File: src/source/dcache_macros.svh
`ifndef DCACHE_MACROS_SVH
`define DCACHE_MACROS_SVH

// address split, tag | index | offset
`define DC_TAG_W      24
`define DC_INDEX_W    4
`define DC_OFFSET_W   4
`define DC_ADDR_W     32

// line geometry
`define DC_WORDS      4
`define DC_LINE_W     128
`define DC_LINE_BYTES 16
`define DC_SETS       16
`define DC_WAYS       2

// pipe op encodings
`define DC_OP_READ    1'b0
`define DC_OP_WRITE   1'b1

`endif

File: src/source/dcache_pkg.sv
`include "dcache_macros.svh"

package dcache_pkg;

    // address fields
    typedef logic [`DC_TAG_W-1:0]    tag_t;
    typedef logic [`DC_INDEX_W-1:0]  index_t;
    typedef logic [`DC_OFFSET_W-1:0] offset_t;

    // word inside a line
    typedef logic [$clog2(`DC_WORDS)-1:0] word_sel_t;

    // whole line and its byte mask
    typedef logic [`DC_LINE_W-1:0]     line_t;
    typedef logic [`DC_LINE_BYTES-1:0] line_strb_t;

    typedef logic [$clog2(`DC_WAYS)-1:0] way_t;

    typedef enum logic [2:0] {
        IDLE    = 3'd0,
        LOOKUP  = 3'd1,
        MISS    = 3'd2,
        REPLACE = 3'd3,
        REFILL  = 3'd4
    } main_state_t;

endpackage

File: src/source/refill_buffer.sv
`timescale 1ns/1ns
`include "dcache_macros.svh"

module refill_buffer (
    input  logic                   clk,
    input  logic                   resetn,
    input  logic                   start,
    input  logic                   ret_valid,
    input  logic                   ret_last,
    input  logic [31:0]            ret_data,
    input  dcache_pkg::line_t      store_line,
    input  dcache_pkg::line_strb_t store_strb,
    output dcache_pkg::line_t      line,
    output logic                   line_done
);

    import dcache_pkg::*;

    line_t     buf_q;
    word_sel_t cnt;
    logic      filling;

    // words come back in order from word 0
    always_ff @(posedge clk) begin
        if (!resetn) begin
            cnt       <= '0;
            filling   <= 1'b0;
            line_done <= 1'b0;
        end else begin
            line_done <= ret_valid && ret_last && filling;
            if (start) begin
                cnt     <= '0;
                filling <= 1'b1;
            end else if (ret_valid && filling) begin
                cnt <= cnt + 1'b1;
                if (ret_last) begin
                    filling <= 1'b0;
                end
            end
        end
    end

    always_ff @(posedge clk) begin
        if (start) begin
            buf_q <= '0;
        end else if (ret_valid && filling) begin
            buf_q[cnt*32 +: 32] <= ret_data;
        end
    end

    // pending store bytes win over memory data
    always_comb begin
        for (int i = 0; i < `DC_LINE_BYTES; i++) begin
            line[8*i +: 8] = store_strb[i] ? store_line[8*i +: 8] : buf_q[8*i +: 8];
        end
    end

    a_no_stray_return: assert property (@(posedge clk) disable iff (!resetn)
        ret_valid |-> filling);

endmodule

File: config.mk
export PLATFORM = sky130hd
export DESIGN_NAME = refill_buffer
export DESIGN_NICKNAME = d
export VERILOG_FILES = /design/src/source/dcache_pkg.sv /design/src/source/refill_buffer.sv
export VERILOG_INCLUDE_DIRS = /design/src /design/src/source
export SDC_FILE = /design/constraint.sdc
export NUM_CORES = 1
export LEC_CHECK = 0
export ABC_AREA = 1
export BUFFER_PORTS_ARGS = -buffer_cell sky130_fd_sc_hd__buf_2
export CAP_MARGIN = 5
export CELL_PAD_IN_SITES_DETAIL_PLACEMENT = 1
export CELL_PAD_IN_SITES_GLOBAL_PLACEMENT = 2
export CORE_MARGIN = 3
export CORE_UTILIZATION = 25
export CTS_CLUSTER_SIZE = 20
export DETAILED_ROUTE_END_ITERATION = 10
export PLACE_DENSITY_LB_ADDON = 0.1
export SLEW_MARGIN = 10
export SYNTH_ARGS = -nofsm -noshare
export SYNTH_HDL_FRONTEND = slang
export SYNTH_SLANG_ARGS = --single-unit
File: constraint.sdc
create_clock -name clk -period 2.4 [get_ports clk]
set_input_delay 0.72 -clock clk [delete_from_list [all_inputs] [get_ports clk]]
set_output_delay 0.72 -clock clk [all_outputs]
set_load 0.005 [all_outputs]
After elaboration in Yosys (flattened, before gate mapping). Cells that the tools add are included. Widths: inputs -> output; s select.

Register bits after elaboration: 132. Input bits: 181.

Add/sub/neg operators: 2. Shifts and indexed selects: 2. Muxes and demuxes: 20. Bitwise operators: 1. Reductions and logical operators: 7.

Operators with widths (count): $bwmux 128 (1); $mux 8 (16); $shift 32x34->128 const A (1); $shiftx 32x34->128 (1); $neg 7->34 (1); $reduce_bool 2->1 (2); $logic_and 1x1->1 (3); $mux 1 (3); $add 2x1->2 const B (1); $reduce_and 2->1 (1); $reduce_or 2->1 (1); $not 1->1 (1).

Longest topological paths before layout.
Depth after elaboration: 3. Mapped depth: 10. Depth with buffers taken out: 7.

Worst setup path before layout. Ideal clock, no wire load.

Path kind: in2out. Start: input port store_strb[0]. End: output port line[0]. Arrival time: 1.360 ns. Data required time: 1.680 ns. Slack: 0.320 ns. Stages: 2. Path through: clkbuf_1 > mux2_2.

Longest elaborated chain between the ends: 1.

RTL lines: start: declaration (line refill_buffer.sv:12) `input dcache_pkg::line_strb_t store_strb,`; $mux 8 (line refill_buffer.sv:54) `line[8*i +: 8] = store_strb[i] ? store_line[8*i +: 8] : buf_q[8*i +: 8];`; end: declaration (line refill_buffer.sv:13) `output dcache_pkg::line_t line,`.

No other way between the ends.

Final worst setup path.
Start: input port store_strb[2]. End: output port line[16].

Same word-level chain as after synthesis.

==> impl_metrics.ini <==
[status]
status = finished clean

[critical_path]
cp_max_fo = 8
cp-startpoint = store_strb[2]
critPathArrivalTime_ns = 1.49
worst_setup_path_end_kind = output port
reg2reg_from = cnt[0]$_SDFFE_PP0P_
rrSetupSlack_ns = 0.55
worstSetupPathType = in -> out
reg2reg_depth = 7
cp.required_ns = 1.68
cp-endpoint = line[16]
startpoint_type = primary input
r2r-end = buf_q[63]$_SDFFE_PP0P_

[die]
start_util_pct = 25.53
die-height_um = 169.4
die_w_um = 169.4
num_rows = 59
coreArea_um2 = 26130
die-area_um2 = 28680
ios = 310

[logic_synthesis]
syn_nets = 999
synth.distinct_cells = 22
netlist_area_um2 = 6671
synthCells = 813
postSynthAreaPerCell_um2 = 8.206
seq_area_frac_synth_pct = 39.61
synth_top_area_cell = dfxtp_1
ys_seq_elements = 132
ys_top_cells_by_area = dfxtp_1 (40%), mux2_2 (22%), nand2_1 (11%)
synth-warning-count = 0
yosysTopAreaCellShare_pct = 39.61

[drt]
drt_wl_total_um = 24950
viasPerCell = 4.562
drtPass1Iterations = 4
drt-initial-drc-count = 240
vias = 6542
wl_per_cell_um = 17.40
drcViolationCount = 0
ant_nets = 0

[sta]
finalCritPeriodShare_pct = 91.96
skew_ns = 0.01166
period_needed_ns = 2.207
slew_viol_final = 0
tightest_slew_ns = 0.4240
tns_ns = 0
rsz0062_at_grt = no
finalSetupViolCount = 0
final_hold_viol_count = 0
slew_headroom_pct = 71.73
fmax_mhz = 453.1

[clock_tree]
clk_pin_slew_ns = 0.06
cts_tree = yes
clockBufferDepth = 2
cts_hold_buf = 0
clkLatencyLatePin_ns = 0.42
cts_setup_buffers = 0
clock_sinks = 132
cts_root_buf = clkbuf_16
htreeDepth = 4
cts_resized = 0
numCtsBuffers = 17

[power]
power.static_leakage_uw = 0.004153
ir_drop_v = 0.0003757
p_total_uw = 5844
power_density_nw_per_um2 = 641.5

[global_routing]
met3_usage_pct = 3.634
overflow = 0
grtUsageTotal_pct = 16.95
grt_pass1_vias = 6580
gr-usage-met1_pct = 25.43
antenna_found_initial = 1
grtUsageMet2_pct = 24.58
grt_pass1_wl_um = 38370
grt_max_degree = 81
busiest_layer = met1

[layout]
syn2layout_area_growth_pct = 36.57
design_area_um2 = 9111
antennaDiodeCount = 0
nFillCells = 3217
regArea_um2 = 2643
drive_gt1_share_pct = 44.86
final_nets = 1274
multi_input_area_um2 = 3541
mostFrequentLayoutCells = buf_2 (308), nand2_1 (195), dfxtp_1 (132)
layout_commonest_cell = buf_2

[place]
io_buffers = 309
gp_congestion = 0.7225
dpl-instance-area_um2 = 8467
dp_hpwl_um = 18720

[flow_run]
drv_cap = 0

[min_path]
min_path_type = reg -> reg
[logic make-up after synthesis]
logic type	Yosys count	share of synthesized area (%)
AOI/OAI and AO/OA	166	12.45
adders and majority gates	5	0.9377
buffers and inverters	110	7.389
DFF	132	39.61
muxes	128	21.61
and+or+nand+nor	272	18.00
[per-layer routing]
metal / part of all wire, % / vias up / wire [µm]
met2: 42 / 202 / 10390
met1: 51 / 3019 / 12790
met4: 1.0 / 2 / 258
met3: 6.0 / 18 / 1508
li1: - / 3301 / -
met5: 0.028 / - / 7
[state kept, by name, summed over array words and instances, names as in the netlist]
signal and cells:
cnt 2, buf_q 128, line_done 1, filling 1
[synth_stat cells (all sizes together)]
| library cell | count |
|---|---|
| nand2 | 196 |
| dfxtp | 132 |
| a21oi | 131 |
| mux2 | 128 |
| clkbuf | 39 |
| inv | 39 |
| o21ai | 35 |
| nand3 | 34 |
| nand4 | 32 |
| buf | 31 |
| nor2 | 9 |
| ha | 5 |
| clkinv | 1 |
| nor3 | 1 |
[power breakdown]
part	switching, µW	total, µW	internal, µW
sequential	20.3	2240	2220
combinational	344	699	355
clock	1040	2900	1870
[through the flow]
step / hold slack, ns / std cells / setup WS [ns] / util, %
2_1_floorplan: 0.4416 / 813 / 0.3197 / -
3_3_place_gp: 0.4542 / 1404 / 0.1502 / 32.40
3_5_place_dp: 0.4570 / 1404 / 0.1465 / 32.40
4_1_cts: 0.4665 / 1434 / 0.1465 / 34.87
5_1_grt: 0.4859 / 1434 / 0.1300 / 34.87
6_report: 0.4648 / 1434 / 0.1931 / 34.87
[critical path: stages]
cell    delay [ns]
buf_2         0.25
mux2_2        0.36
buf_2         0.15
[cell type report]
type,instances,share of cell area [%]
inverters,40,1.648
clock inverters,12,2.252
multi-input cells,571,38.86
clock buffers,18,4.820
repair buffers,326,18.81
flip-flops and latches,132,29.00
well taps,335,4.600
[worst min path at each step]
stage                            start                 endpoint  cells past startpoint
3_3_place_gp   buf_q[117]$_SDFFE_PP0P_  buf_q[117]$_SDFFE_PP0P_                      2
6_report       buf_q[107]$_SDFFE_PP0P_  buf_q[107]$_SDFFE_PP0P_                      2
4_1_cts         buf_q[59]$_SDFFE_PP0P_   buf_q[59]$_SDFFE_PP0P_                      2
3_5_place_dp   buf_q[107]$_SDFFE_PP0P_  buf_q[107]$_SDFFE_PP0P_                      2
5_1_grt        buf_q[102]$_SDFFE_PP0P_  buf_q[102]$_SDFFE_PP0P_                      2
2_1_floorplan    buf_q[0]$_SDFFE_PP0P_    buf_q[0]$_SDFFE_PP0P_                      2
Note: power is estimated with default switching activity, not from simulation.
