--- src/source/dcache_macros.svh ---
`ifndef DCACHE_MACROS_SVH
`define DCACHE_MACROS_SVH

// address split, tag | index | offset
`define DC_TAG_W      24
`define DC_INDEX_W    4
`define DC_OFFSET_W   4
`define DC_ADDR_W     32

// line geometry
`define DC_WORDS      4
`define DC_LINE_W     128
`define DC_LINE_BYTES 16
`define DC_SETS       16
`define DC_WAYS       2

// pipe op encodings
`define DC_OP_READ    1'b0
`define DC_OP_WRITE   1'b1

`endif

--- src/source/dcache_pkg.sv ---
`include "dcache_macros.svh"

package dcache_pkg;

    // address fields
    typedef logic [`DC_TAG_W-1:0]    tag_t;
    typedef logic [`DC_INDEX_W-1:0]  index_t;
    typedef logic [`DC_OFFSET_W-1:0] offset_t;

    // word inside a line
    typedef logic [$clog2(`DC_WORDS)-1:0] word_sel_t;

    // whole line and its byte mask
    typedef logic [`DC_LINE_W-1:0]     line_t;
    typedef logic [`DC_LINE_BYTES-1:0] line_strb_t;

    typedef logic [$clog2(`DC_WAYS)-1:0] way_t;

    typedef enum logic [2:0] {
        IDLE    = 3'd0,
        LOOKUP  = 3'd1,
        MISS    = 3'd2,
        REPLACE = 3'd3,
        REFILL  = 3'd4
    } main_state_t;

endpackage

--- src/source/dcache_ctrl.sv ---
`timescale 1ns/1ns
`include "dcache_macros.svh"

module dcache_ctrl (
    input  logic                    clk,
    input  logic                    resetn,
    input  logic                    valid,
    input  logic                    op,
    input  dcache_pkg::tag_t        tag,
    input  dcache_pkg::index_t      index,
    input  dcache_pkg::offset_t     offset,
    input  logic [3:0]              wstrb,
    input  logic [31:0]             wdata,
    output logic                    addr_ok,
    output logic                    data_ok,
    output logic [31:0]             rdata,
    output logic                    rd_req,
    output logic [`DC_ADDR_W-1:0]   rd_addr,
    input  logic                    rd_rdy,
    output logic                    wr_req,
    output logic [`DC_ADDR_W-1:0]   wr_addr,
    output dcache_pkg::line_t       wr_data,
    input  logic                    wr_rdy,
    input  logic                    hit,
    input  dcache_pkg::way_t        hit_way,
    input  dcache_pkg::way_t        victim_way,
    input  logic                    victim_dirty,
    input  dcache_pkg::tag_t        tag_q0,
    input  dcache_pkg::tag_t        tag_q1,
    input  dcache_pkg::line_t       line_q0,
    input  dcache_pkg::line_t       line_q1,
    input  dcache_pkg::line_t       refill_line,
    input  logic                    refill_done,
    output dcache_pkg::index_t      ram_index,
    output logic                    tag_we0,
    output logic                    tag_we1,
    output logic                    data_we0,
    output logic                    data_we1,
    output dcache_pkg::tag_t        ram_wtag,
    output dcache_pkg::line_t       ram_wline,
    output dcache_pkg::way_t        set_way,
    output logic                    set_valid,
    output logic                    set_dirty,
    output logic                    advance_victim,
    output logic                    refill_start,
    output dcache_pkg::line_t       store_line,
    output dcache_pkg::line_strb_t  store_strb
);

    import dcache_pkg::*;

    main_state_t state;
    logic        op_reg;
    tag_t        tag_reg;
    index_t      index_reg;
    word_sel_t   word_reg;
    logic [3:0]  wstrb_reg;
    logic [31:0] wdata_reg;
    logic        accept;
    logic        hit_write;
    logic        refill_write;
    line_t       hit_line;
    line_t       merged_line;
    line_t       rd_line;

    // a read hit frees the pipe in its lookup cycle
    assign addr_ok = (state == IDLE) || (state == LOOKUP && hit && op_reg == `DC_OP_READ);
    assign accept  = valid && addr_ok;

    always_ff @(posedge clk) begin
        if (accept) begin
            op_reg    <= op;
            tag_reg   <= tag;
            index_reg <= index;
            word_reg  <= offset[`DC_OFFSET_W-1:2];
            wstrb_reg <= wstrb;
            wdata_reg <= wdata;
        end
    end

    always_ff @(posedge clk) begin
        if (!resetn) begin
            state <= IDLE;
        end else begin
            case (state)
                IDLE:    if (accept) state <= LOOKUP;
                LOOKUP: begin
                    if (!hit) begin
                        state <= MISS;
                    end else if (!accept) begin
                        state <= IDLE;
                    end
                end
                // clean victims skip the write-back
                MISS:    if (!victim_dirty || wr_rdy) state <= REPLACE;
                REPLACE: if (rd_rdy) state <= REFILL;
                REFILL:  if (refill_done) state <= IDLE;
                default: state <= IDLE;
            endcase
        end
    end

    // pending store spread over the line, strobe picks the word
    assign store_line = {`DC_WORDS{wdata_reg}};
    assign store_strb = (op_reg == `DC_OP_WRITE) ?
                        (line_strb_t'(wstrb_reg) << {word_reg, 2'b00}) : '0;

    always_comb begin
        hit_line = hit_way ? line_q1 : line_q0;
        for (int i = 0; i < `DC_LINE_BYTES; i++) begin
            merged_line[8*i +: 8] = store_strb[i] ? store_line[8*i +: 8] : hit_line[8*i +: 8];
        end
    end

    assign hit_write    = (state == LOOKUP) && hit && (op_reg == `DC_OP_WRITE);
    assign refill_write = (state == REFILL) && refill_done;

    assign ram_index = accept ? index : index_reg;
    assign ram_wtag  = tag_reg;
    assign ram_wline = refill_write ? refill_line : merged_line;
    assign tag_we0   = refill_write && (victim_way == 1'b0);
    assign tag_we1   = refill_write && (victim_way == 1'b1);
    assign data_we0  = (hit_write && hit_way == 1'b0) || tag_we0;
    assign data_we1  = (hit_write && hit_way == 1'b1) || tag_we1;

    assign set_way        = refill_write ? victim_way : hit_way;
    assign set_valid      = refill_write;
    assign set_dirty      = refill_write ? (op_reg == `DC_OP_WRITE) : hit_write;
    assign advance_victim = refill_write;
    assign refill_start   = (state == REPLACE) && rd_rdy;

    // stores answer in lookup even on a miss
    assign data_ok = ((state == LOOKUP) && (op_reg == `DC_OP_WRITE || hit))
                  || (refill_write && op_reg == `DC_OP_READ);
    assign rd_line = (state == REFILL) ? refill_line : hit_line;
    assign rdata   = rd_line[word_reg*32 +: 32];

    assign rd_req  = (state == REPLACE);
    assign rd_addr = {tag_reg, index_reg, {`DC_OFFSET_W{1'b0}}};
    assign wr_req  = (state == MISS) && victim_dirty;
    assign wr_addr = {(victim_way ? tag_q1 : tag_q0), index_reg, {`DC_OFFSET_W{1'b0}}};
    assign wr_data = victim_way ? line_q1 : line_q0;

    // a finished line only comes back while the FSM waits for it
    a_refill_in_refill: assert property (@(posedge clk) disable iff (!resetn)
        refill_done |-> (state == REFILL));

endmodule

--- config.mk ---
export PLATFORM = sky130hd
export DESIGN_NAME = dcache_ctrl
export DESIGN_NICKNAME = d
export VERILOG_FILES = /design/src/source/dcache_pkg.sv /design/src/source/dcache_ctrl.sv
export VERILOG_INCLUDE_DIRS = /design/src /design/src/source
export SDC_FILE = /design/constraint.sdc
export NUM_CORES = 1
export LEC_CHECK = 0
export ABC_AREA = 0
export BUFFER_PORTS_ARGS = -buffer_cell sky130_fd_sc_hd__clkbuf_2
export CAP_MARGIN = 20
export CELL_PAD_IN_SITES_DETAIL_PLACEMENT = 1
export CELL_PAD_IN_SITES_GLOBAL_PLACEMENT = 1
export CORE_AREA = 4 4 404 406
export CTS_CLUSTER_DIAMETER = 150
export DETAILED_ROUTE_END_ITERATION = 12
export DIE_AREA = 0 0 408 410
export GPL_TIMING_DRIVEN = 0
export MAX_ROUTING_LAYER = met4
export PLACE_DENSITY = 0.42
export SYNTH_ARGS = -nofsm -noshare
export SYNTH_HDL_FRONTEND = slang
export SYNTH_SLANG_ARGS = --single-unit
--- constraint.sdc ---
create_clock -name clk -period 4.1 [get_ports clk]
set_clock_uncertainty 0.1 [all_clocks]
set_input_delay 0.615 -clock clk [delete_from_list [all_inputs] [get_ports clk]]
set_output_delay 0.615 -clock clk [all_outputs]
set_load 0.005 [all_outputs]
# --- Word level (Yosys, flattened, before mapping) ---
# Index checks and enable logic that the tools add are counted.
op_classes:
  n_eq_ne: 9
  n_reduce_logical: 22
  n_bitwise: 3
  mux: 32
  shift: 2
ops:
  columns: ["operator", "n"]
  rows:
  - ["128-bit 2-to-1 mux", 4]
  - ["8-bit 2-to-1 mux", 16]
  - ["128-bit by 8-bit indexed part select with 32-bit output", 1]
  - ["24-bit 2-to-1 mux", 1]
  - ["3-bit 2-to-1 mux", 6]
  - ["16-bit 2-to-1 mux", 1]
  - ["4-bit by 4-bit left shift with 16-bit output", 1]
  - ["3-bit one-hot mux with 5 select lines", 1]
  - ["1-bit logical AND", 13]
  - ["3-bit by 2-bit equality test with 1-bit output, second input constant", 2]
  - ["1-bit logical OR", 6]
  - ["2-bit != test, second input constant", 3]
  - ["5-bit AND reduction", 1]
  - ["4-bit 2-to-1 mux", 1]
  - ["3-bit by 1-bit equality test with 1-bit output, second input constant", 1]
  - ["3-bit equality test, second input constant", 1]
  - ["3-bit logical NOT", 1]
  - ["3-bit != test, second input constant", 1]
  - ["1-bit NOT", 3]
  - ["1-bit 2-to-1 mux", 2]
  - ["2-bit by 1-bit != test with 1-bit output, second input constant", 1]
  - ["1-bit logical NOT", 1]
totals:
  input_bits: 511
  out_inout_bits: 537
  reg_bits: 70

# --- Depth between registers and ports, before layout ---
logic_depth:
  depth_word: 8
  mapped_depth: 8
  ltp_nobuf: 5

# --- Worst setup path before layout ---
# OpenSTA, ideal clock, no wires.
synth_path:
  kind: "register to register"
  from: "register op_reg"
  to: "register op_reg, enable pin"
  arrival_time_ns: 2.461
  stages_incl_launch_ff: 6
  setup_time_ns: 0.417
  path_buffers: 1
  slack_ns: 1.122
  cell_sequence: "edfxtp_1 > buf_2 > nand2b_1 > a211oi_1 > nand2_1 > inv_1"
synth_between:
  elab_chain_len: 4
synth_lines:
  columns: ["item", "line_no", "rtl"]
  rows:
  - ["start, declared", "dcache_ctrl.sv:53", "logic op_reg;"]
  - ["start signal, assigned", "dcache_ctrl.sv:72", "op_reg <= op;"]
  - ["1-bit NOT (no line)", null, null]
  - ["1-bit logical AND (no line)", null, null]
  - ["1-bit logical OR", "dcache_ctrl.sv:67", "assign addr_ok = (state == IDLE) || (state == LOOKUP && hit && op_reg == `DC_OP_READ);"]
  - ["via addr_ok", "dcache_ctrl.sv:14", "output logic addr_ok,"]
  - ["1-bit logical AND", "dcache_ctrl.sv:68", "assign accept = valid && addr_ok;"]
# The timed path passes the listed nets, and every way through them passes these cells.
# A chain may end at the register's enable or synchronous reset.

# --- Final worst setup path ---
layout_path:
  from: "register state[2]"
  to: "output port ram_wline[112]"
layout_between:
  elab_chain_len: 3
layout_lines:
  columns: ["item", "line_no", "rtl"]
  rows:
  - ["start, declared", "dcache_ctrl.sv:52", "main_state_t state;"]
  - ["start signal, assigned", "dcache_ctrl.sv:83", "state <= IDLE;"]
  - ["start signal, assigned", "dcache_ctrl.sv:86", "IDLE: if (accept) state <= LOOKUP;"]
  - ["start signal, assigned", "dcache_ctrl.sv:89", "state <= MISS;"]
  - ["3-bit equality test", "dcache_ctrl.sv:116", "assign refill_write = (state == REFILL) && refill_done;"]
  - ["1-bit logical AND", "dcache_ctrl.sv:116", null]
  - ["128-bit 2-to-1 mux", "dcache_ctrl.sv:120", "assign ram_wline = refill_write ? refill_line : merged_line;"]
  - ["end, declared", "dcache_ctrl.sv:40", "output dcache_pkg::line_t ram_wline,"]
# Every way passes these cells.

==> results.txt <==
R2R Path End = wstrb_reg[3]$_DFFE_PN_
# setup viols final = 0
Largest register FFs = 32
Die Area = 167000 um2
register clock-pin slew on the reported worst setup and hold paths = 90 ps
Hold Buf Count CTS = 0
net load switching power = 2520 uW
reg2reg path depth = 6
synthesized area per cell = 7.35 um2
Storage cell area = 2030 um2
hold_sp = tag[7]
reg2reg setup slack = 410 ps
Clock Sinks = 70
worst hold path depth = 1
DR pass1 iterations = 5
Placer Congestion = 0.896
Initial DRC Count = 1324
top cell type's share of synthesized area = 17.2%
Async SR Flop Fraction = 0%
core area = 160000 um2
peak supply drop = 0.256 mV
largest net degree at the start of global routing = 36
CP Launch Type = flip-flop
Post-Syn Instances = 1499
initial antenna violation count = 42
Row Count = 147
Mapped Area = 11000 um2
Yosys reg bits = 70
antenna-violating nets left = 0
commonest non-fill, non-tap cell in the layout = clkbuf_2
Yosys cell types = 38
CTS tree = built
Yosys top cell by area = edfxtp_1
worst relative slew slack = 28.9%
P_leak = 0.00975 uW
vias = 17.3k
DRC Markers = 0
final wirelength = 158000 um
Switching Share = 49.2%
nets = 3107
Die X-Extent = 408 um
register area share after synthesis = 18.4%
critical path class = flip-flop to primary output
status = finished clean
hpwl dp = 138000 um
reg2reg start = op_reg$_DFFE_PN_
DR WL/cell = 33.5 um
clk buf depth = 2
GRT Residual Overflow = 0
Maximum Capacitance Violations = 0
CP endpoint kind = primary output
via/cell ratio = 3.68
total CTS buffers = 9
internal power = 2600 uW
Clk pwr share = 20.0%
combinational power share = 58.7%
vias in the first global route = 17.3k
most frequent cells in the layout = 1068 x clkbuf_2, 202 x o21ai_0, 164 x buf_4
dominant synthesized flop cell = edfxtp_1
PortBufs = 1035
final hold violation count = 0
Reg power frac = 21.3%
Synth-to-Final Area Change = 81.5%
initial core utilization = 6.89%
minimum clock period = 3980 ps
WP data arrival = 3260 ps
worst hold endpoint = ram_wtag[7]$_DFFE_PN_
Yosys Warn Count = 0
final core occ = 12.5%
layout cell share with drive strength beyond 1 = 56.5%
cells taking the most area after synthesis = edfxtp_1 17%, mux2_2 16%, mux2i_1 12%, o21ai_0 9.2%, buf_4 9.2%
H-tree depth = 3
setup_tns = 0 ps
GRT Overall Usage = 18.6%
EDFF count, synth = 63
IO Count = 1048
Fmax achieved = 0.251 GHz
max-slew violation count = 0
Layout fillers = 19.5k
worst min path class = primary input to flip-flop
Worst-Margin Slew = 1070 ps
Max FO, Critical Path = 10
clock insertion delay at the later pin of the skew report = 440 ps
die span in y = 410 um
Power Density = 256 nW/um2
first-pass GRT wire length = 196000 um
final worst-path cycle share = 97.1%
multi-input logic area = 7440 um2
Min Hold Slack = 241 ps
Critical Path RT = 3380 ps
Clock Root Buffer = clkbuf_16
[worst max-delay path by stage]
stage | from | endpoint | slack, ps | cells past startpoint
floorplan | op_reg$_DFFE_PN_ | op_reg$_DFFE_PN_ | 1120 | 5
global placement | op_reg$_DFFE_PN_ | wdata_reg[12]$_DFFE_PN_ | -1750 | 5
detailed placement | hit_way | rdata[11] | -640 | 7
CTS | state[2]$_SDFFE_PN0P_ | rdata[30] | 5 | 8
global route | word_reg[1]$_DFFE_PN_ | rdata[5] | -4 | 7
finish | state[2]$_SDFFE_PN0P_ | ram_wline[112] | 120 | 9
[routing by layer]
metal,global-route usage (%),wire (um)
met1,23.5,69200
met2,30.6,75600
met3,3.84,10400
met4,3.44,2700
met5,-,0
[metrics by stage]
stage | power [uW] | setup WS (ps) | instances | area, um2
after floorplan | 2120 | 1120 | 1506 | 11000
after global placement | 4070 | -1750 | 4627 | 18800
after detailed placement | 4120 | -637 | 4655 | 19400
after CTS | 5240 | 4.62 | 4687 | 19900
after global routing | 5390 | -3.92 | 4698 | 20000
final | 5110 | 121 | 4713 | 20000
[kinds of logic after synthesis]
kind of cell | count (synthesis) | share of synthesized area [%]
flops | 70 | 18.4
simple gates | 367 | 15.2
mux | 285 | 27.7
buf+inv | 284 | 14.8
compound gates | 492 | 23.9
other cells | 1 | 0.0340
[worst max-delay path, cell delays in order (launching register included)]
cell,delay (ps)
dfxtp_1,300
buf_4,160
nor3b_1,160
nand2_2,380
clkbuf_1,680
buf_8,240
clkbuf_1,370
buf_8,230
a21oi_1,90
clkbuf_2,190
[cell type report]
type	count	share of cell area, %
clock buffers	9	1.13
multi-input cells	1152	37.2
well taps	2086	13.1
repair buffers	1084	29.3
flip-flops and latches	70	10.2
plain buffers	257	8.01
clock inverters	7	0.394
inverters	22	0.425
diodes	26	0.325
[cell usage after synthesis, types with 2 or more instances]
library cell	count
o22ai_1	64
and2_1	34
mux2i_1	129
nor3b_1	2
nand2_1	137
nand3_1	2
nand4_1	4
dfxtp_1	7
buf_2	23
clkbuf_1	99
or3_1	31
a22oi_1	31
o21ai_0	203
mux2_2	156
nand4bb_1	4
nor2b_1	7
a21oi_1	163
buf_4	135
nor2_1	132
nand4b_1	8
edfxtp_1	63
inv_1	22
o21ai_1	26
buf_6	3
[power by group through the flow]
| stage | logic, uW | clock network (uW) | registers [uW] |
|---|---|---|---|
| after floorplan | 1110 | 0 | 1000 |
| after global placement | 2960 | 0 | 1120 |
| after detailed placement | 3010 | 0 | 1100 |
| after CTS | 3050 | 1100 | 1090 |
| after global routing | 3200 | 1090 | 1100 |
| final | 3000 | 1020 | 1090 |
[repair_timing]
action / 4_1_cts / 5_1_grt
setup endpoints to repair: 167 / 20
resized for setup: 46 / 6
pin swaps: 8 / 1
buffers inserted: 18 / 3
Power figures use the tool's default switching activity.
