$ cat config.mk
export PLATFORM = sky130hd
export DESIGN_NAME = way_ram
export DESIGN_NICKNAME = d
export VERILOG_FILES = /design/src/source/dcache_pkg.sv /design/src/source/way_ram.sv
export VERILOG_INCLUDE_DIRS = /design/src /design/src/source
export SDC_FILE = /design/constraint.sdc
export NUM_CORES = 1
export LEC_CHECK = 0
export BUFFER_PORTS_ARGS = -buffer_cell sky130_fd_sc_hd__buf_2
export CORE_UTILIZATION = 24
export DETAILED_ROUTE_END_ITERATION = 16
export PLACE_DENSITY_LB_ADDON = 0.08
export REMOVE_ABC_BUFFERS = 1
export SLEW_MARGIN = 5
export SYNTH_ARGS = -nofsm -noshare
export SYNTH_HDL_FRONTEND = slang
export SYNTH_SLANG_ARGS = --single-unit
$ cat constraint.sdc
create_clock -name clk -period 1.2 [get_ports clk]
set_input_delay 0.18 -clock clk [delete_from_list [all_inputs] [get_ports clk]]
set_output_delay 0.18 -clock clk [all_outputs]
set_load 0.03 [all_outputs]
$ cat src/source/dcache_macros.svh
`ifndef DCACHE_MACROS_SVH
`define DCACHE_MACROS_SVH

// address split, tag | index | offset
`define DC_TAG_W      24
`define DC_INDEX_W    4
`define DC_OFFSET_W   4
`define DC_ADDR_W     32

// line geometry
`define DC_WORDS      4
`define DC_LINE_W     128
`define DC_LINE_BYTES 16
`define DC_SETS       16
`define DC_WAYS       2

// pipe op encodings
`define DC_OP_READ    1'b0
`define DC_OP_WRITE   1'b1

`endif

$ cat src/source/dcache_pkg.sv
`include "dcache_macros.svh"

package dcache_pkg;

    // address fields
    typedef logic [`DC_TAG_W-1:0]    tag_t;
    typedef logic [`DC_INDEX_W-1:0]  index_t;
    typedef logic [`DC_OFFSET_W-1:0] offset_t;

    // word inside a line
    typedef logic [$clog2(`DC_WORDS)-1:0] word_sel_t;

    // whole line and its byte mask
    typedef logic [`DC_LINE_W-1:0]     line_t;
    typedef logic [`DC_LINE_BYTES-1:0] line_strb_t;

    typedef logic [$clog2(`DC_WAYS)-1:0] way_t;

    typedef enum logic [2:0] {
        IDLE    = 3'd0,
        LOOKUP  = 3'd1,
        MISS    = 3'd2,
        REPLACE = 3'd3,
        REFILL  = 3'd4
    } main_state_t;

endpackage

$ cat src/source/way_ram.sv
`timescale 1ns/1ns
`include "dcache_macros.svh"

module way_ram #(
    parameter type T     = logic,
    parameter int  DEPTH = `DC_SETS
) (
    input  logic               clk,
    input  dcache_pkg::index_t addr,
    input  logic               we,
    input  T                   wdata,
    output T                   rdata
);

    T mem [DEPTH];

    // write-first, new data shows on the read port right away
    always_ff @(posedge clk) begin
        if (we) begin
            mem[addr] <= wdata;
            rdata <= wdata;
        end else begin
            rdata <= mem[addr];
        end
    end

endmodule

## Word level (Yosys, flattened, before mapping)

Memories as Yosys holds them, arrays and structs flattened. A register that Yosys moved wholly into a read port is not among the register bits.
Cells that the tools add are included.

| storage, ports and cells | value |
|---|---|
| output and inout bits | 1 |
| memories kept | 1 |
| flip-flop bits (word level) | 0 |
| bits in writable memories | 16 |

| cells by class | value |
|---|---|
| muxes and demuxes | 2 |

Memory list:

| memory | depth | width | rd ports | clocked after Yosys merged registers in | write ports | RTL line | source |
|---|---|---|---|---|---|---|---|
| mem | 16 | 1 | 1 | 1 | 1 | way_ram.sv:15 | `T mem [DEPTH];` |

Operators by type and width:

| cell | number |
|---|---|
| 1-bit two-way mux | 2 |

## Logic depth before layout (Yosys ltp)

Gate-level depths: netlist of run 1.

| depth | value |
|---|---|
| word-level depth | 2 |
| gate-level depth with buffers | 3 |
| mapped depth without buffers | 3 |

## Worst setup path after synthesis of run 1

OpenSTA, ideal clock, no wires.

| timing path | value |
|---|---|
| path kind | register -> output |
| start | register with a tool-made name |
| end | output rdata |
| buffers on the path | 0 |
| arrival | 1.300 ns |
| slack | -0.280 ns |
| stages on the path, launching flop included | 4 |
| cell sequence | dfxtp_1 mux4_1 mux2i_1 mux2i_1 |

RTL lines:

| item | RTL line | source |
|---|---|---|
| end, declared | way_ram.sv:12 | `output T rdata` |

==> impl_results.md, run 1 <==
- Status: finished with violations
- Failing checks: negative setup slack
- ANT cells: 0
- Routability congestion estimate from global placement: 0.635
- HPWL after DPL: 1.05 mm
- Area leader, netlist: edfxtp_1
- Synthesized area: 806 sq um
- Tot GR Track Use: 10.3%
- # DRC: 0
- Yosys cell types: 11
- Hold_ws: 72.1 ps
- Placed instance area: 918 sq um
- Register area share after synthesis: 69.6%
- Share of cells above drive strength 1: 31.3%
- Achievable Freq: 559 MHz
- Placed insts: 104
- Post-route design area: 962 sq um
- Nets@finish: 72
- Share of the core filled with cells: 30.8%
- Rel. slew slack: 84.1%
- Port bufs: 7
- RSZ-0062 raised after global routing: true
- Initial DRC Count: 18
- Setup Buffers After CTS: 0
- Die width: 59.9 um
- CTS Buf Count: 3
- I/O Pins: 8
- CTS Root Cell: clkbuf_4
- Capture point of the worst path: rdata
- Core box area: 3130 sq um
- Initial antenna violation count: 0
- Pre-CTS WS: -367 ps
- Maximum VDD drop: 424 uV
- Routed Antenna Nets: 0
- Final worst path period need: 1790 ps
- Worst slew pin tran: 239 ps
- Hold Crit Class: in2reg
- Hold Crit Start: addr[0]
- Final Max Tran Viols: 0
- Num rows: 20
- H-Tree Depth: 1
- Routed WL per cell: 13.8 um
- Syn Inst Count: 50
- Post-synth top area share: 59.6%
- Max capacitance violation total: 0
- Setup WS post-layout: -589 ps
- Crit path required time: 1020 ps
- Ratio of final minimum period to clock period: 149%
- Critical Path Start Type: flop
- Synth Register Bits: 20
- Critical path arrival: 1610 ps
- Top cells by area, synth: edfxtp_1, mux4_1, dfxtp_1, nor2_1, mux2i_1
- Crit-path max FO: 4
- Clock Tree Buf Depth: 2
- Grt total ovfl: 0
- Crit Path Class: reg2out
- Largest net degree at the start of global routing: 17
- Vias per cell: 4.32
- First-pass GRT wire length: 2.53 mm
- CTS tree: yes
- Non-filler cells, final: 108
- Mean Syn Cell Area: 16.1 sq um
- P&R area growth vs syn: 19.4%
- CTS sink cnt: 20
- Drt total wl: 1.49 mm
- Setup Viol. Count Final: 1
- Nature of the critical path endpoint: primary output
- Synth warn: 0
- Vias in the first global route: 487
- Clk pin slew, worst setup/hold paths: 120 ps
- Final hold violations: 0
- Via count: 467
- Die Area: 3590 sq um
- Initial Util: 25.8%
- Leak pwr: 0.325 nW
- Pre-antenna DRT Iters: 4
- Setup TNS: -589 ps
- Final Power: 1.42 mW
- Chip height: 59.9 um
- Pwr Density: 1480 nW/um^2
==> worst min-delay path by stage <==
stage,endpoint,cells after the start,slack [ps]
floorplan,flop,0,210
global placement,flop,1,400
detailed placement,flop,1,410
CTS,flop,1,60
global route,flop,1,60
finish,flop,1,70
==> cells by family (layout without fill, tap and decap cells) <==
| group | after synthesis | after routing | share of synthesized area, % |
|---|---|---|---|
| buf+inv | 0 | 14 | 0 |
| flops | 20 | 20 | 69.6 |
| mux | 7 | 7 | 16.8 |
| simple gates | 23 | 23 | 13.7 |
==> where the power goes <==
part | total (mW) | internal, mW | leakage [nW] | switching [mW]
sequential | 0.776 | 0.765 | 0.179 | 0.0115
clock | 0.546 | 0.337 | 0.0279 | 0.208
combinational | 0.0992 | 0.0461 | 0.118 | 0.0532
==> final cells by class <==
| type | instances | area (sq um) |
|---|---|---|
| tap | 44 | 55.1 |
| fill | 323 | 2170 |
| clock inverter | 1 | 30.0 |
| timing repair buffer | 10 | 60.1 |
| clock buffer | 3 | 22.5 |
| sequential | 20 | 564 |
| multi-input combinational | 30 | 230 |
==> worst max-delay path, cell delays in order, from the launching register on <==
cell     delay, ps
dfxtp_4        400
mux4_2         500
mux2i_1        150
mux2i_1         90
buf_4          170
==> layout by cell type (no fill, tap or decap), drive strengths merged, types with 2 or more instances in the layout <==
cell type and count:
nand3b 2, nor3 4, buf 10, nor2 12
mux4 4, edfxtp 16, mux2i 3, dfxtp 4
clkbuf 3, nand2b 2
==> synthesized netlist by cell type (all sizes together) <==
master,instances
edfxtp,16
dfxtp,4
mux4,4
mux2i,3
nand3,1
nand3b,2
nand2,1
nor3,4
nand2b,2
nor2,12
or3b,1
==> what timing repair did <==
action / 4_1_cts / 5_1_grt
hold endpoints to repair: 0 / 0
setup endpoints to repair: 1 / 1
gates cloned: 0 / 0
hold buffers: 0 / 0
resized for setup: 7 / 0
==> layer usage <==
layer / vias to the layer above / global-route usage, % / wire (um)
li1: 218 / - / -
met1: 239 / 14.5 / 764
met2: 8 / 14.1 / 660
met3: 2 / 1.95 / 48
met4: 0 / 6.98 / 17
met5: - / 0 / 0
No activity file was read; power rests on OpenSTA's default activity.
==> run 2: changes to the inputs <==
BUFFER_PORTS_ARGS = -buffer_cell sky130_fd_sc_hd__clkbuf_2   (was -buffer_cell sky130_fd_sc_hd__buf_2)
==> impl_results.md, run 2 (synthesis gave the netlist of run 1 again) <==
- P&R area growth vs syn: 16.1%
- Nets@finish: 72 (unchanged)
- Tot GR Track Use: 9.72% (-0.56 points)
- Crit path required time: 1020 ps (about the same)
- H-Tree Depth: 1 (unchanged)
- Commonest cells after routing, fill and taps aside: edfxtp_1, nor2_1, clkbuf_2
- Setup Buffers After CTS: 0 (unchanged)
- Port bufs: 7 (unchanged)
- Setup Viol. Count Final: 1 (unchanged)
- HPWL after DPL: 1.02 mm (-2.8%)
- Vias per cell: 4.25 (-1.7%)
- Failing checks: negative setup slack
- Initial antenna violation count: 0 (unchanged)
- Clock Tree Buf Depth: 2 (unchanged)
- Routed Antenna Nets: 0 (unchanged)
- Ratio of final minimum period to clock period: 151% (+1.8 points)
- Critical-path cell list: mux4_2 > mux2i_1 > mux2i_1 > buf_4
- Status: finished with violations
- Slowest stage delay, CP: 490 ps (about the same)
- Pre-CTS WS: -397 ps (-30.5 ps)
- Nature of the critical path endpoint: primary output
- CTS tree: yes
- Clk pin slew, worst setup/hold paths: 110 ps (about the same)
- Achievable Freq: 552 MHz (-1.2%)
- Vias in the first global route: 464 (-4.7%)
- Final hold violations: 0 (unchanged)
- Critical Path Start Type: flop
- Non-filler cells, final: 108 (unchanged)
- Die width: 59.9 um (unchanged)
- Rel. slew slack: 82.0% (-2.1 points)
- Largest net degree at the start of global routing: 17 (unchanged)
- Share of the core filled with cells: 29.9% (-0.84 points)
- Leak pwr: 0.314 nW (-3.5%)
- Slowest CP cell: mux4_2
- Setup WS post-layout: -611 ps (-21.6 ps)
- Commonest non-fill, non-tap cell in the layout: edfxtp_1
- RSZ-0062 raised after global routing: true
- Via count: 459 (-1.7%)
- Initial Util: 25.8% (unchanged)
- # DRC: 0 (unchanged)
- First-pass GRT wire length: 2.37 mm (-6.3%)
- ANT cells: 0 (unchanged)
- Drt total wl: 1.47 mm (-1.6%)
- CTS Buf Count: 3 (unchanged)
- Routed WL per cell: 13.6 um (-1.6%)
- Most used cell, CP: mux2i_1
- Crit Path Class: reg2out
- Routability congestion estimate from global placement: 0.653 (+2.8%)
- Max capacitance violation total: 0 (unchanged)
- Crit-path max FO: 4 (unchanged)
- Critical path arrival: 1630 ps (+20 ps)
- Worst slew pin tran: 271 ps (+31.6 ps)
- Final Max Tran Viols: 0 (unchanged)
- Die Area: 3590 sq um (unchanged)
- Grt total ovfl: 0 (unchanged)
- Share of cells above drive strength 1: 29.7% (-1.6 points)
- CTS Root Cell: clkbuf_4
- Num rows: 20 (unchanged)
- Chip height: 59.9 um (unchanged)
- CTS sink cnt: 20 (unchanged)
- Placed insts: 104 (unchanged)
- I/O Pins: 8 (unchanged)
- Final Power: 1.20 mW (-15%)
- Final worst path period need: 1810 ps (+21.6 ps)
- Core box area: 3130 sq um (unchanged)
- Maximum VDD drop: 587 uV (+39%)
- Hold_ws: 83.8 ps (+11.8 ps)
- Hold Crit Class: in2reg
- Initial DRC Count: 18 (unchanged)
- Pre-antenna DRT Iters: 4 (unchanged)
- Pwr Density: 1280 nW/um^2 (-13%)
## run 2: metal layers
metal	wire length (um)	vias to the layer above	GRT usage, %	share of wire [%]
met5	0	-	0	0
met4	10	0	2.99	0.68
met3	103	2	4.55	7.0
met2	627	15	13.5	43
met1	726	225	13.4	50
li1	-	217	-	-
## run 2: worst max-delay path, delay by kind of cell (launching register included)
kind     cells  cell delay, ps
mux          3             760
flops        1             400
buf+inv      1             170
## run 2: final cells by class
type	count	area [sq um]
Fill cell	323	2190
Sequential cell	20	564
Multi-Input combinational cell	30	230
Timing Repair Buffer	10	60.1
Tap cell	44	55.1
Clock buffer	3	22.5
Clock inverter	1	3.75
## run 2: power by group
group / total [mW] / internal (mW) / switching [mW] / leakage (nW)
logic: 0.0986 / 0.0459 / 0.0527 / 0.120
registers: 0.776 / 0.765 / 0.0117 / 0.179
clock network: 0.327 / 0.121 / 0.206 / 0.0154
total: 1.20 / 0.932 / 0.270 / 0.314
## run 2: metrics by stage
stage | area (sq um) | setup TNS [ps]
4_1_cts | 936 | -632
2_1_floorplan | 806 | -280
6_report | 936 | -611
3_3_place_gp | 918 | -577
3_5_place_dp | 918 | -525
5_1_grt | 936 | -700
## run 2: repair_timing
action,in CTS,in global routing
hold buffers,0,0
gates resized for setup,7,1
endpoints found under the setup margin,1,1
## run 2: final timing paths
| check | cells after the start | end | start | slack, ps |
|---|---|---|---|---|
| setup / recovery | 4 | rdata | flop | -610 |
| hold / removal | 1 | flop | addr[0] | 80 |
==> run 3: changes to the inputs <==
HOLD_SLACK_MARGIN = 0.15   (was unset)
==> impl_results.md, run 3 (synthesis gave the netlist of run 1 again) <==
- CTS tree: yes
- I/O Pins: 8 (unchanged)
- Post-route design area: 976 sq um (+4.3%)
- Vias per cell: 4.24 (-0.21%)
- Final hold violations: 0 (unchanged)
- Die width: 59.9 um (unchanged)
- Ratio of final minimum period to clock period: 151% (-0.18 points)
- Nature of the critical path endpoint: primary output
- Comb pwr share: 9.0% (+0.8 points)
- Maximum VDD drop: 630 uV (+7.4%)
- Crit Path Class: reg2out
- Crit-path max FO: 4 (unchanged)
- Achievable Freq: 553 MHz (+0.12%)
- Nets@finish: 76 (+5.6%)
- Pwr Density: 1240 nW/um^2 (-3.6%)
- Initial DRC Count: 13 (-5)
- RSZ-0062 raised after global routing: true
- Drt total wl: 1.48 mm (+0.82%)
- First-pass GRT wire length: 2.41 mm (+1.8%)
- H-Tree Depth: 1 (unchanged)
- Initial antenna violation count: 0 (unchanged)
- Crit path required time: 1020 ps (about the same)
- Share of cells above drive strength 1: 27.9% (-1.7 points)
- Power share of the sequential group: 64.3% (-0.3 points)
- Critical path arrival: 1630 ps (about the same)
- Max capacitance violation total: 0 (unchanged)
- Failing checks: negative setup slack
- Setup WS post-layout: -609 ps (+2.20 ps)
- Pre-CTS WS: -397 ps (unchanged)
- Most used cell, CP: mux2i_1
- WP buf/inv: 1 (unchanged)
- Final Max Tran Viols: 0 (unchanged)
- Commonest cells after routing, fill and taps aside: edfxtp_1, nor2_1, clkbuf_2
- Port bufs: 7 (unchanged)
- Via count: 475 (+3.5%)
- Clock Tree Buf Depth: 2 (unchanged)
- Hold Crit Start: addr[0]
- ANT cells: 0 (unchanged)
- Routability congestion estimate from global placement: 0.653 (unchanged)
- Switching power of the nets: 0.268 mW (-0.91%)
- Sw frac: 22.2% (-0.31 points)
- Initial Util: 25.8% (unchanged)
- Clock group share of total power: 26.8% (-0.4 points)
- # DRC: 0 (unchanged)
- Critical Path Start Type: flop
- Hold Crit Class: in2reg
- Worst slew pin tran: 276 ps (+5.80 ps)
- Die Area: 3590 sq um (unchanged)
- CP delay by family, top: multiplexers
- Crit. path cell count: 4 (unchanged)
- CTS Buf Count: 3 (unchanged)
- Core box area: 3130 sq um (unchanged)
- Largest net degree at the start of global routing: 17 (unchanged)
- Clk pin slew, worst setup/hold paths: 110 ps (about the same)
- Tot GR Track Use: 9.91% (+0.18 points)
- CTS Root Cell: clkbuf_4
- Multi-input logic area: 230 sq um (unchanged)
- Critical-path cell list: mux4_2 > mux2i_1 > mux2i_1 > buf_4
- Chip height: 59.9 um (unchanged)
- P&R area growth vs syn: 21.1%
- Setup Buffers After CTS: 0 (unchanged)
- Vias in the first global route: 490 (+5.6%)
- Final Power: 1.21 mW (+0.49%)
- Num rows: 20 (unchanged)
- CTS sink cnt: 20 (unchanged)
- Final worst path period need: 1810 ps (-2.20 ps)
- Setup Viol. Count Final: 1 (unchanged)
- Rel. slew slack: 81.6% (-0.39 points)
- Routed Antenna Nets: 0 (unchanged)
- Register Area: 564 sq um (unchanged)
- Number of fill cells: 324 (+0.31%)
- Status: finished with violations
- Routed WL per cell: 13.2 um (-2.8%)
- Leak pwr: 0.330 nW (+5.3%)
- Capture point of the worst path: rdata
- Grt total ovfl: 0 (unchanged)
- Pre-antenna DRT Iters: 4 (unchanged)
- HPWL after DPL: 1.02 mm (unchanged)
- Slowest CP cell: mux4_2
- P_int: 0.940 mW (+0.89%)
- Slowest stage delay, CP: 490 ps (about the same)
- Placed instance area: 918 sq um (unchanged)
- Commonest non-fill, non-tap cell in the layout: edfxtp_1
[run 3: through the flow]
| stage | hold slack (ps) | instances | setup TNS, ps | utilization, % |
|---|---|---|---|---|
| after detailed placement | 407 | 104 | -525 | 29.4 |
| after floorplan | 208 | 50 | -280 | - |
| final | 272 | 112 | -609 | 31.2 |
| after global placement | 404 | 104 | -577 | 29.4 |
| after global routing | 278 | 112 | -700 | 31.2 |
| after CTS | 270 | 112 | -632 | 31.2 |
[run 3: power groups by stage]
stage               registers [mW]  clock network, mW  logic [mW]
global route                 0.779              0.368       0.119
CTS                          0.777              0.342       0.109
global placement             0.793                  0      0.0970
floorplan                    0.788                  0      0.0494
detailed placement           0.792                  0      0.0955
finish                       0.776              0.324       0.108
[run 3: worst min-delay path by stage]
| stage | endpoint | slack (ps) | depth (start not counted) |
|---|---|---|---|
| floorplan | flop | 210 | 0 |
| global placement | flop | 400 | 1 |
| detailed placement | flop | 410 | 1 |
| CTS | mem[0]$_DFFE_PP_ | 270 | 2 |
| global route | mem[4]$_DFFE_PP_ | 280 | 2 |
| finish | mem[0]$_DFFE_PP_ | 270 | 2 |
[run 3: timing repair]
action                                  in CTS  in global routing
pin swaps                                    0                  0
endpoints found under the setup margin       1                  1
cloned                                       0                  0
hold endpoints to repair                     4                  0
hold buffers                                 4                  0
gates resized for setup                      7                  1
[run 3: metal layers]
| layer | global-route usage [%] | vias to the layer above | wire length [um] |
|---|---|---|---|
| met5 | 0 | - | 0 |
| met4 | 2.99 | 0 | 10 |
| met3 | 4.55 | 2 | 98 |
| met2 | 14.1 | 15 | 633 |
| met1 | 13.4 | 231 | 735 |
| li1 | - | 227 | - |
[run 3: cell type report]
class | count | area share (%)
multi-input cells | 30 | 23.6
flip-flops and latches | 20 | 57.8
repair buffers | 14 | 10.3
well taps | 44 | 5.64
clock inverters | 1 | 0.385
clock buffers | 3 | 2.31
